File: src/ising_settings.svh
// constants for spin count, coupling format, parallelism and derived widths
`ifndef ISING_SETTINGS_SVH
`define ISING_SETTINGS_SVH

// spin array and coupling format
`define ISING_NUM_SPIN      16
`define ISING_BITJ          4
`define ISING_PARALLELISM   2
`define ISING_SCALING_BIT   4
`define ISING_ENERGY_BIT    32

// flip-pattern memory depth
`define ISING_FLIP_DEPTH    16

// weight words per spin vector
`define ISING_WADDR_NUM     (`ISING_NUM_SPIN / `ISING_PARALLELISM)

// one coupling row, NUM_SPIN elements of BITJ bits
`define ISING_ROW_BIT       (`ISING_NUM_SPIN * `ISING_BITJ)

// address widths
`define ISING_WADDR_BIT     ($clog2(`ISING_WADDR_NUM))
`define ISING_FLIP_ADDR_BIT ($clog2(`ISING_FLIP_DEPTH))

`endif

File: src/ising_pkg.sv
// named vector types for spins, energies, weight words, bias and addresses
`include "ising_settings.svh"

package ising_pkg;

    // bit i set means spin i is +1
    typedef logic [`ISING_NUM_SPIN-1:0] spin_t;

    typedef logic signed [`ISING_ENERGY_BIT-1:0] energy_t;

    // row p at bit p*ROW_BIT, element j of a row at bit j*BITJ
    typedef logic [`ISING_PARALLELISM*`ISING_ROW_BIT-1:0] weight_word_t;

    // signed bias h_i in slice i
    typedef logic [`ISING_NUM_SPIN*`ISING_BITJ-1:0] hbias_t;

    typedef logic [`ISING_WADDR_BIT-1:0] waddr_t;

    typedef logic [`ISING_FLIP_ADDR_BIT-1:0] flip_addr_t;

    // one bit wider than the address, counts 0 to FLIP_DEPTH
    typedef logic [`ISING_FLIP_ADDR_BIT:0] flip_count_t;

endpackage

File: src/flip_manager.sv
// run control, flip-pattern reads, candidate generation and best-result tracking
`timescale 1ns/10ps
`include "ising_settings.svh"

module flip_manager
    import ising_pkg::*;
(
    input  logic        clk_i,
    input  logic        reset_i,
    input  logic        flush_i,
    input  logic        config_valid_i,
    input  spin_t       config_spin_initial_i,
    input  logic        cmpt_en_i,
    input  logic        en_comparison_i,
    input  logic        flip_disable_i,
    output logic        cmpt_idle_o,
    output logic        flip_ren_o,
    output flip_addr_t  flip_raddr_o,
    input  spin_t       flip_rdata_i,
    input  flip_count_t icon_count_i,
    output logic        cand_valid_o,
    output spin_t       cand_spin_o,
    input  logic        cand_ready_i,
    input  logic        energy_valid_i,
    input  energy_t     energy_i,
    output logic        energy_ready_o,
    output logic        energy_fifo_update_o,
    output logic        spin_fifo_update_o,
    output energy_t     energy_fifo_o,
    output spin_t       spin_fifo_o
);

    localparam logic [2:0] ST_IDLE = 3'd0;
    localparam logic [2:0] ST_SEND = 3'd1;
    localparam logic [2:0] ST_WAIT = 3'd2;
    localparam logic [2:0] ST_READ = 3'd3;
    localparam logic [2:0] ST_FLIP = 3'd4;

    logic [2:0]  state_q;
    logic        cmpt_en_q;
    logic        first_q;
    flip_count_t entry_q;
    spin_t       init_spin_q;
    spin_t       cand_q;
    energy_t     best_energy_q;
    spin_t       best_spin_q;
    logic        update_q;
    logic        start;
    logic        energy_hs;
    logic        accept;
    logic        last_entry;

    assign start      = cmpt_en_i & ~cmpt_en_q;
    assign energy_hs  = energy_valid_i & energy_ready_o;
    assign last_entry = (entry_q == icon_count_i);

    // initial spin always wins, later ones only if strictly lower when comparing
    assign accept = energy_hs & ~flush_i &
                    (first_q | ~en_comparison_i | (energy_i < best_energy_q));

    assign cmpt_idle_o          = (state_q == ST_IDLE);
    assign cand_valid_o         = (state_q == ST_SEND);
    assign cand_spin_o          = cand_q;
    assign energy_ready_o       = (state_q == ST_WAIT);
    assign flip_ren_o           = (state_q == ST_READ);
    assign flip_raddr_o         = entry_q[`ISING_FLIP_ADDR_BIT-1:0];
    assign energy_fifo_update_o = update_q;
    assign spin_fifo_update_o   = update_q;
    assign energy_fifo_o        = best_energy_q;
    assign spin_fifo_o          = best_spin_q;

    always_ff @(posedge clk_i) begin
        if (reset_i) begin
            cmpt_en_q <= 1'b0;
        end else begin
            cmpt_en_q <= cmpt_en_i;
        end
    end

    always_ff @(posedge clk_i) begin
        if (reset_i || flush_i) begin
            state_q <= ST_IDLE;
            first_q <= 1'b0;
            entry_q <= '0;
        end else begin
            case (state_q)
                ST_IDLE: begin
                    if (start) begin
                        state_q <= ST_SEND;
                        first_q <= 1'b1;
                        entry_q <= '0;
                    end
                end
                ST_SEND: begin
                    if (cand_ready_i) begin
                        state_q <= ST_WAIT;
                    end
                end
                ST_WAIT: begin
                    if (energy_hs) begin
                        first_q <= 1'b0;
                        state_q <= last_entry ? ST_IDLE : ST_READ;
                    end
                end
                ST_READ: begin
                    state_q <= ST_FLIP;
                end
                ST_FLIP: begin
                    entry_q <= entry_q + 1'b1;
                    state_q <= ST_SEND;
                end
                default: begin
                    state_q <= ST_IDLE;
                end
            endcase
        end
    end

    // best values move together with the update pulse
    always_ff @(posedge clk_i) begin
        if (reset_i) begin
            update_q      <= 1'b0;
            best_energy_q <= '0;
            best_spin_q   <= '0;
        end else begin
            update_q <= accept;
            if (accept) begin
                best_energy_q <= energy_i;
                best_spin_q   <= cand_q;
            end
        end
    end

    always_ff @(posedge clk_i) begin
        if (config_valid_i) begin
            init_spin_q <= config_spin_initial_i;
        end
    end

    // flip data is valid in the cycle after the read strobe
    always_ff @(posedge clk_i) begin
        if (state_q == ST_IDLE && start) begin
            cand_q <= init_spin_q;
        end else if (state_q == ST_FLIP) begin
            cand_q <= flip_disable_i ? best_spin_q : (best_spin_q ^ flip_rdata_i);
        end
    end

endmodule

File: config.mk
export PLATFORM = sky130hd
export DESIGN_NAME = flip_manager
export DESIGN_NICKNAME = d
export VERILOG_FILES = /design/src/ising_pkg.sv /design/src/flip_manager.sv
export VERILOG_INCLUDE_DIRS = /design/src
export SDC_FILE = /design/constraint.sdc
export NUM_CORES = 1
export LEC_CHECK = 0
export CORE_UTILIZATION = 60
export DETAILED_ROUTE_END_ITERATION = 10
export DONT_BUFFER_PORTS = 1
export GPL_TIMING_DRIVEN = 0
export PLACE_DENSITY = 0.76
export SLEW_MARGIN = 20
export SYNTH_ARGS = -nofsm -noshare
export SYNTH_HDL_FRONTEND = slang
export SYNTH_SLANG_ARGS = --single-unit
File: constraint.sdc
create_clock -name clk_i -period 3.78 [get_ports clk_i]
set_input_delay 0.945 -clock clk_i [delete_from_list [all_inputs] [get_ports clk_i]]
set_output_delay 0.945 -clock clk_i [all_outputs]
set_load 0.005 [all_outputs]
==> reports/qor.csv <==
stage;metric;value;unit
detailed_routing;finalWirelength;10450;um
layout;multi_input_area;2481;um2
synth;ys_seq_area_share;43.63;%
synth;ys_ff_latch;91;
layout;final_common_cell;nand2b_1;
sta;worst_pin_slew;871.2;ps
global_route;first_global_vias;3399;
cts;cts_inserted_buffers;9;
setup_path;startpoint_type;primary input;
setup_path;rr_endpoint;energy_fifo_o[28];
synth;synthCells;502;
worst_hold_path;hp-class;flip-flop to flip-flop;
die;fp.dieH;92.46;um
power;power_density;373.9;nW/um2
sta;rsz0062_at_grt;false;
sta;fin_skew;13.61;ps
setup_path;critical_path_class;primary input to flip-flop;
layout;ff_latch_area;2142;um2
layout;area.growth.synth_to_final;7.161;%
global_route;grt-ovfl-total;0;
setup_path;cp_top_family;compound AO/OA/AOI/OAI gates;
setup_path;worst_ep_required_time;4060;ps
synth;synth_nets;612;
cts;postCtsSetupBuffers;0;
die;coreArea;7807;um2
cts;cts_sinks;91;
sta;period_share;74.80;%
cts;clock_latency;350;ps
sta;relSlewSlack;41.78;%
worst_hold_path;hold_depth;1;
die;rows;32;
setup_path;crit_path_max_incr_delay;410;ps
setup_path;r2r_start;energy_fifo_o[2];
detailed_routing;avgViaCountPerCell;5.581;
die;die_w;92.46;um
setup_path;reg2reg_depth;11;
sta;hold_violations;0;
worst_hold_path;hold_start;entry_q[4];
worst_hold_path;min_to;entry_q[4];
setup_path;crit_arrival;3100;ps
cts;cts_root_buf;clkbuf_8;
layout;nets;623;
place;port_buffers;0;
synth;async_reset_ff_share;0;%
power;leakagePower;1.776;nW
setup_path;worst-path-max-fanout;10;
setup_path;end_kind;flip-flop;
setup_path;slowest_stage;or3_1;
detailed_routing;wl_met1;4169;um
cts;clockBufferDepth;2;
setup_path;crit_chain;ha_1 -> a211oi_1 -> o21ai_1 -> a41oi_1 -> nor3_1 -> or3_1 -> a31oi_4 -> buf_6 -> buf_8 -> mux2i_1;
setup_path;rrSetupSlack;1080;ps
global_route;grt_use_total;25.12;%
sta;fin_crit;2828;ps
place;gp_congestion;0.7787;
sta;tns;0;ps
sta;max_freq;0.3537;GHz
sta;setup_viol;0;
detailed_routing;drc;0;
detailed_routing;vias;3466;
cts;cts_max_level;3;
global_route;grt_pass1_wl;16680;um
detailed_routing;antenna_left;0;
cts;ctsResizeCount;0;
job;cap_violations;0;
status;status;complete, no violations;
layout;fillCellCount;645;
detailed_routing;wl_met3;916;um
detailed_routing;wire_per_inst;16.82;um
sta;drv_slew;0;
detailed_routing;highest_layer;met4;
global_route;grt_max_degree;21;
synth;synthesis.area;4910;um2
detailed_routing;drtIter0Drc;130;
synth;synth_cell_types;41;
layout;layout_common_cells;nand2b_1 (96), dfxtp_1 (59), mux2i_1 (48), inv_1 (36);
synth;ys.flop_type;dfxtp_1;
die;die_area;8549;um2
place;dp_hpwl;7885;um
setup_path;crit_cells;10;
synth;synth_edf_count;32;
cts;cts_hold_buf;0;
setup_path;path_buf_inv;2;
layout;fin_util;67.39;%
layout;drive_above_1_share;5.985;%
cts;cts_tree;done;
die;initial_core_util;62.88;%
cts;clkTransAtPathRegs;90;ps
power;vdd_ir_drop_max;0.0002275;V
detailed_routing;dr.pass1.iters;4;
detailed_routing;wl_met2;5204;um
synth;ys_warn_count;0;
synth;syn-mean-instance-area;9.780;um2
global_route;antenna_found_initial;1;
die;boundaryPins;152;
-- layer usage --
layer  up-vias  global-route usage [%]
met4         0                   9.115
met3        12                   8.374
li1       1695                       -
met1      1635                   28.38
met5         -                       0
met2       124                   43.89
-- layout make-up --
class	count	area share [%]
Multi-Input combinational cell	348	47.16
Sequential cell	91	40.71
Buffer	27	2.878
Inverter	36	2.568
Tap cell	102	2.426
Clock buffer	9	2.354
Clock inverter	7	1.855
Antenna cell	1	0.04756
-- power by group --
| group | internal, mW | switching (mW) |
|---|---|---|
| Combinational | 0.0727 | 0.0871 |
| Clock | 0.376 | 0.361 |
| Sequential | 1.05 | 0.0192 |
-- cell families (layout without fill, tap and decap cells) --
family          Yosys count  in the layout  share of synthesized area [%]
fa+ha+maj                32             32                          8.155
xor+xnor                 21             21                          3.746
flops                    91             91                          43.63
other cells               0              1                              0
compound gates           58             58                          6.957
mux                      49             49                          10.02
simple gates            188            188                          21.66
buf+inv                  63             79                          5.836
-- cell usage after synthesis, types with 8 or more instances --
master | instances | area, um2
o21ai_0 | 10 | 50.05
buf_4 | 8 | 60.06
edfxtp_1 | 32 | 960.9
nand2_1 | 14 | 52.55
nor2_1 | 30 | 112.6
mux2i_1 | 48 | 480.5
ha_1 | 32 | 400.4
clkbuf_1 | 16 | 60.06
a21oi_1 | 32 | 160.2
dfxtp_1 | 59 | 1181
nor2b_1 | 24 | 150.1
nand2b_1 | 96 | 600.6
xnor2_1 | 19 | 166.4
inv_1 | 36 | 135.1
-- per-stage QoR --
stage	power (mW)	instance area, um2	setup slack (ps)	std cells	hold slack [ps]
final	1.967	5261	952.4	621	504.4
after global routing	2.047	5261	823.7	621	506.3
after CTS	1.979	5259	921.8	620	497.4
after detailed placement	1.255	5037	564.3	604	483.8
after global placement	1.247	5037	601.1	604	473.0
after floorplan	1.212	4910	856.7	502	448.3
-- sequential cells by signal, summed over array words and instances, names as in the netlist --
register              cells
energy_fifo_update_o      1
first_q                   1
cmpt_en_q                 1
energy_fifo_o            32
spin_fifo_o              16
cand_spin_o              16
state_q                   3
init_spin_q              16
entry_q                   5
-- how the worst max path moves through the flow --
stage                 from                 to
2_1_floorplan  energy_i[2]  energy_fifo_o[23]
4_1_cts        energy_i[2]  energy_fifo_o[28]
3_5_place_dp   energy_i[2]  energy_fifo_o[28]
5_1_grt        energy_i[2]  energy_fifo_o[28]
3_3_place_gp   energy_i[2]  energy_fifo_o[23]
6_report       energy_i[2]  energy_fifo_o[28]
Power figures use the tool's default switching activity.
