==> src/ising_settings.svh <==
// constants for spin count, coupling format, parallelism and derived widths
`ifndef ISING_SETTINGS_SVH
`define ISING_SETTINGS_SVH

// spin array and coupling format
`define ISING_NUM_SPIN      16
`define ISING_BITJ          4
`define ISING_PARALLELISM   2
`define ISING_SCALING_BIT   4
`define ISING_ENERGY_BIT    32

// flip-pattern memory depth
`define ISING_FLIP_DEPTH    16

// weight words per spin vector
`define ISING_WADDR_NUM     (`ISING_NUM_SPIN / `ISING_PARALLELISM)

// one coupling row, NUM_SPIN elements of BITJ bits
`define ISING_ROW_BIT       (`ISING_NUM_SPIN * `ISING_BITJ)

// address widths
`define ISING_WADDR_BIT     ($clog2(`ISING_WADDR_NUM))
`define ISING_FLIP_ADDR_BIT ($clog2(`ISING_FLIP_DEPTH))

`endif

==> src/ising_pkg.sv <==
// named vector types for spins, energies, weight words, bias and addresses
`include "ising_settings.svh"

package ising_pkg;

    // bit i set means spin i is +1
    typedef logic [`ISING_NUM_SPIN-1:0] spin_t;

    typedef logic signed [`ISING_ENERGY_BIT-1:0] energy_t;

    // row p at bit p*ROW_BIT, element j of a row at bit j*BITJ
    typedef logic [`ISING_PARALLELISM*`ISING_ROW_BIT-1:0] weight_word_t;

    // signed bias h_i in slice i
    typedef logic [`ISING_NUM_SPIN*`ISING_BITJ-1:0] hbias_t;

    typedef logic [`ISING_WADDR_BIT-1:0] waddr_t;

    typedef logic [`ISING_FLIP_ADDR_BIT-1:0] flip_addr_t;

    // one bit wider than the address, counts 0 to FLIP_DEPTH
    typedef logic [`ISING_FLIP_ADDR_BIT:0] flip_count_t;

endpackage

==> src/weight_fetch.sv <==
// weight memory read sequencer with a two-entry ready/valid row queue
`timescale 1ns/10ps
`include "ising_settings.svh"

module weight_fetch
    import ising_pkg::*;
(
    input  logic         clk_i,
    input  logic         reset_i,
    input  logic         flush_i,
    output logic         dgt_weight_ren_o,
    output waddr_t       dgt_weight_raddr_o,
    input  weight_word_t dgt_weight_i,
    output logic         row_valid_o,
    output weight_word_t row_data_o,
    input  logic         row_ready_i
);

    waddr_t       raddr_q;
    logic         inflight_q;
    weight_word_t queue_q [2];
    logic         wr_ptr_q;
    logic         rd_ptr_q;
    logic [1:0]   count_q;
    logic [2:0]   committed;
    logic         pop;
    logic         issue;

    assign pop = row_valid_o & row_ready_i;

    // stored words plus the word on its way back, minus the one leaving now
    assign committed = {1'b0, count_q} + {2'b00, inflight_q} - {2'b00, pop};

    // fetch while the monitor asks for rows and a slot stays free
    assign issue = row_ready_i & (committed < 3'd2);

    assign dgt_weight_ren_o   = issue;
    assign dgt_weight_raddr_o = raddr_q;
    assign row_valid_o        = (count_q != 2'd0);
    assign row_data_o         = queue_q[rd_ptr_q];

    always_ff @(posedge clk_i) begin
        if (reset_i || flush_i) begin
            raddr_q    <= '0;
            inflight_q <= 1'b0;
            wr_ptr_q   <= 1'b0;
            rd_ptr_q   <= 1'b0;
            count_q    <= 2'd0;
        end else begin
            inflight_q <= issue;
            if (issue) begin
                if (raddr_q == waddr_t'(`ISING_WADDR_NUM - 1)) begin
                    raddr_q <= '0;
                end else begin
                    raddr_q <= raddr_q + 1'b1;
                end
            end
            if (inflight_q) begin
                wr_ptr_q <= ~wr_ptr_q;
            end
            if (pop) begin
                rd_ptr_q <= ~rd_ptr_q;
            end
            count_q <= count_q + {1'b0, inflight_q} - {1'b0, pop};
        end
    end

    // read data lands one cycle after its strobe
    always_ff @(posedge clk_i) begin
        if (inflight_q) begin
            queue_q[wr_ptr_q] <= dgt_weight_i;
        end
    end

endmodule
==> config.mk <==
export PLATFORM = sky130hd
export DESIGN_NAME = weight_fetch
export DESIGN_NICKNAME = d
export VERILOG_FILES = /design/src/ising_pkg.sv /design/src/weight_fetch.sv
export VERILOG_INCLUDE_DIRS = /design/src
export SDC_FILE = /design/constraint.sdc
export NUM_CORES = 1
export LEC_CHECK = 0
export BUFFER_PORTS_ARGS = -buffer_cell sky130_fd_sc_hd__buf_4
export CAP_MARGIN = 20
export CORE_ASPECT_RATIO = 0.75
export CORE_MARGIN = 2
export CORE_UTILIZATION = 52
export CTS_BUF_LIST = sky130_fd_sc_hd__clkbuf_16
export DETAILED_ROUTE_END_ITERATION = 12
export PLACE_DENSITY = 0.87
export REMOVE_ABC_BUFFERS = 1
export SLEW_MARGIN = 20
export SYNTH_ARGS = -nofsm -noshare
export SYNTH_HDL_FRONTEND = slang
export SYNTH_SLANG_ARGS = --single-unit
==> constraint.sdc <==
create_clock -name clk_i -period 7.7 [get_ports clk_i]
set_input_delay 1.54 -clock clk_i [delete_from_list [all_inputs] [get_ports clk_i]]
set_output_delay 1.54 -clock clk_i [all_outputs]
set_load 0.02 [all_outputs]
==> metrics.txt <==
# TYPE chip_impl_metric gauge
chip_impl_info{name="outcome",value="completed"} 1
chip_impl_metric{name="cp_max_fo",unit=""} 3
chip_impl_metric{name="drive_above_1_share",unit="%"} 58.1
chip_impl_metric{name="dieArea",unit="um^2"} 19800
chip_impl_metric{name="part_of_the_total_power_dissipated_in_combinational_logic",unit="%"} 6.7
chip_impl_metric{name="detailed_place_hpwl",unit="um"} 12700
chip_impl_info{name="rsz0062_at_grt",value="no"} 1
chip_impl_metric{name="report.final.hold_viol_count",unit=""} 0
chip_impl_info{name="endpoint_kind",value="output pin"} 1
chip_impl_metric{name="grt_pass1_vias",unit=""} 5224
chip_impl_metric{name="power.share.clock",unit="%"} 37.7
chip_impl_metric{name="die_w",unit="um"} 162
chip_impl_metric{name="drt-pass1-iter-count",unit=""} 4
chip_impl_metric{name="drc_errors",unit=""} 0
chip_impl_metric{name="synth_area_per_cell",unit="um^2"} 21.9
chip_impl_metric{name="place_congestion",unit=""} 0.802
chip_impl_info{name="cts_tree",value="built"} 1
chip_impl_metric{name="pin_count_of_the_biggest_net_entering_global_routing",unit=""} 67
chip_impl_metric{name="pin_count",unit=""} 265
chip_impl_info{name="cts.root.buffer_cell",value="clkbuf_16"} 1
chip_impl_metric{name="layout_area_growth_over_synthesis",unit="%"} 30.1
chip_impl_metric{name="antenna_found_initial",unit=""} 0
chip_impl_metric{name="via_count",unit=""} 5062
chip_impl_metric{name="worst_clock_skew_on_the_final_layout",unit="ns"} 0.00605
chip_impl_metric{name="cts_max_path_buffers",unit=""} 3
chip_impl_metric{name="htree_levels",unit=""} 1
chip_impl_metric{name="static-leakage-power",unit="nW"} 4.65
chip_impl_metric{name="sw_frac_of_total",unit="%"} 20.0
chip_impl_metric{name="max_transition_viols_final",unit=""} 0
chip_impl_metric{name="grt_use_total",unit="%"} 18.5
chip_impl_metric{name="power_report.internal_total",unit="mW"} 2.33
chip_impl_metric{name="cts_hold_buf",unit=""} 0
chip_impl_metric{name="synth.yosys.warnings",unit=""} 0
chip_impl_metric{name="timing.slew.headroom",unit="%"} 39.6
chip_impl_metric{name="power.switching",unit="mW"} 0.585
chip_impl_metric{name="share_of_the_yosys_chip_area_belonging_to_registers",unit="%"} 80.9
chip_impl_metric{name="max_freq",unit="MHz"} 207
chip_impl_metric{name="clock_insertion_delay_worst_skew",unit="ns"} 0.50
chip_impl_metric{name="drt_wl_total",unit="um"} 19200
chip_impl_metric{name="first_pass_grt_wire_length",unit="um"} 28300
chip_impl_metric{name="postLayoutSetupSlackWorst",unit="ns"} 2.88
chip_impl_metric{name="cts.sinks",unit=""} 265
chip_impl_metric{name="port_buffers",unit=""} 264
chip_impl_metric{name="drtAntennaViolNets",unit=""} 0
chip_impl_metric{name="post_cts_resized",unit=""} 0
chip_impl_metric{name="grt_ovf",unit=""} 0
chip_impl_metric{name="finalSetupViolCount",unit=""} 0
chip_impl_metric{name="power-per-cell-area",unit="nW/um^2"} 231
chip_impl_metric{name="cts.reportedPaths.clkPinSlew",unit="ns"} 0.06
chip_impl_info{name="setup.worst_path.class",value="input pin to output pin"} 1
chip_impl_metric{name="syn_inst",unit=""} 444
chip_impl_info{name="hp-class",value="flip-flop to flip-flop"} 1
chip_impl_metric{name="post_synth_instance_area",unit="um^2"} 9720
chip_impl_metric{name="final_period_utilization",unit="%"} 62.7
chip_impl_metric{name="num-nets-final",unit=""} 862
chip_impl_metric{name="placeableCoreArea",unit="um^2"} 18400
chip_impl_metric{name="max_capacitance_violation_count",unit=""} 0
chip_impl_info{name="timing.critical_path.from_type",value="input pin"} 1
chip_impl_metric{name="die_h",unit="um"} 122
chip_impl_metric{name="initial_cell_density_of_the_core",unit="%"} 52.8
chip_impl_metric{name="critical_path_required",unit="ns"} 6.16
chip_impl_metric{name="final.min_clock_period",unit="ns"} 4.82
chip_impl_metric{name="post_drt_wl_per_cell",unit="um"} 19.4
chip_impl_metric{name="cts_setup_buffers",unit=""} 0
chip_impl_metric{name="worst_pin_slew",unit="ns"} 0.907
chip_impl_metric{name="crit_arrival",unit="ns"} 3.28
chip_impl_metric{name="std_cell_rows",unit=""} 43
chip_impl_metric{name="yosysUniqueCellTypes",unit=""} 23
chip_impl_metric{name="ir_drop",unit="uV"} 220
chip_impl_metric{name="drtIter0Drc",unit=""} 379
chip_impl_metric{name="dp_slack",unit="ns"} 2.90
chip_impl_metric{name="tritoncts.num_buffers",unit=""} 25
chip_impl_metric{name="viasPerCell",unit=""} 5.12
chip_impl_metric{name="fin_setup_tns",unit="ns"} 0
chip_impl_metric{name="antenna_cells",unit=""} 0
chip_impl_metric{name="synth_seq_cells",unit=""} 265
chip_impl_metric{name="power.sequential.fraction",unit="%"} 55.6
==> per-layer routing <==
layer	global-route usage (%)	vias to the layer above	share of wire [%]
met5	0	-	0
met4	4.48	0	1.8
met3	6.96	27	10
met2	31.5	228	50
met1	22.7	2501	38
li1	-	2306	-
==> Yosys cell counts <==
| cell type | instances | area [um^2] |
|---|---|---|
| edfxtp_1 | 256 | 7690 |
| mux2_2 | 128 | 1440 |
| buf_6 | 12 | 135 |
| dfxtp_1 | 9 | 180 |
| ha_1 | 4 | 50.1 |
| inv_1 | 4 | 15.0 |
| and2_1 | 3 | 18.8 |
| nand2_1 | 3 | 11.3 |
| nor2_1 | 3 | 11.3 |
| nor3_1 | 3 | 15.0 |
| o21ai_0 | 3 | 15.0 |
| xnor2_1 | 3 | 26.3 |
| buf_4 | 2 | 15.0 |
| nand4_1 | 2 | 12.5 |
| a21boi_1 | 1 | 7.51 |
| and2b_1 | 1 | 7.51 |
| and3_2 | 1 | 7.51 |
| fa_1 | 1 | 20.0 |
| nand2b_1 | 1 | 6.26 |
| nand4b_1 | 1 | 8.76 |
| nor2b_1 | 1 | 6.26 |
| o21a_1 | 1 | 7.51 |
| xor2_2 | 1 | 16.3 |
==> sequential cells by signal, summed over array words and instances (netlist names), named ones only <==
| name | flops |
|---|---|
| queue_q | 256 |
| dgt_weight_raddr_o | 3 |
| count_q | 2 |
| inflight_q | 1 |
| rd_ptr_q | 1 |
| wr_ptr_q | 1 |
==> power by group through the flow <==
stage	logic [mW]	clock network, mW	registers [mW]
2_1_floorplan	0.0792	0	1.66
3_3_place_gp	0.188	0	1.65
3_5_place_dp	0.195	0	1.65
4_1_cts	0.197	1.13	1.62
5_1_grt	0.207	1.19	1.62
6_report	0.195	1.10	1.62
==> final timing paths <==
check	from	end	slack, ns	cells after the start
worst min register to register	dgt_weight_raddr_o[0]	dgt_weight_raddr_o[0]	0.53	2
worst min-delay path	dgt_weight_raddr_o[0]	dgt_weight_raddr_o[0]	0.53	2
worst max-delay path	row_ready_i	dgt_weight_ren_o	2.88	9
worst max register to register	inflight_q	queue_q[1][48]	5.28	2
==> stage by stage <==
| step | instances | util, % | hold slack [ns] | power (mW) | cell area [um^2] |
|---|---|---|---|---|---|
| global route | 989 | 68.7 | 0.566 | 3.02 | 12600 |
| finish | 989 | 68.7 | 0.533 | 2.92 | 12600 |
| global placement | 945 | 64.7 | 0.477 | 1.84 | 11900 |
| floorplan | 430 | - | 0.518 | 1.74 | 9570 |
| detailed placement | 945 | 64.7 | 0.502 | 1.85 | 11900 |
| CTS | 989 | 68.7 | 0.531 | 2.95 | 12600 |
==> cells by family (layout without fill, tap and decap cells) <==
logic type | count (synthesis) | count (layout) | synth area share (%)
compound gates | 5 | 5 | 0.309
xor+xnor | 4 | 4 | 0.438
fa+ha+maj | 5 | 5 | 0.721
buf+inv | 18 | 316 | 1.70
flops | 265 | 265 | 80.9
mux | 128 | 128 | 14.8
simple gates | 19 | 19 | 1.08
==> cells in the final DEF (no fill, tap or decap), types with 2 or more instances in the layout <==
master	count
nor2_1	3
clkinv_1	5
inv_1	13
clkbuf_16	25
nand4_1	2
o21ai_0	3
edfxtp_1	256
nand2_1	3
xnor2_1	3
ha_1	4
mux2_2	128
dfxtp_1	8
buf_4	268
and2_1	2
inv_6	2
nor3_1	3
==> layout make-up <==
class,instances,area [um^2]
flip-flops and latches,265,7870
fillers,1134,5760
repair buffers,268,2010
multi-input cells,161,1700
clock buffers,25,626
well taps,247,309
clock inverters,19,113
inverters,4,15.0
==> worst max-delay path: stages <==
cell      delay (ns)
buf_4           0.12
o21a_1          0.12
ha_1            0.28
inv_1           0.04
ha_1            0.18
fa_1            0.46
nand2b_1        0.17
nor2_1          0.19
buf_4           0.18
Note: power is estimated with default switching activity, not from simulation.
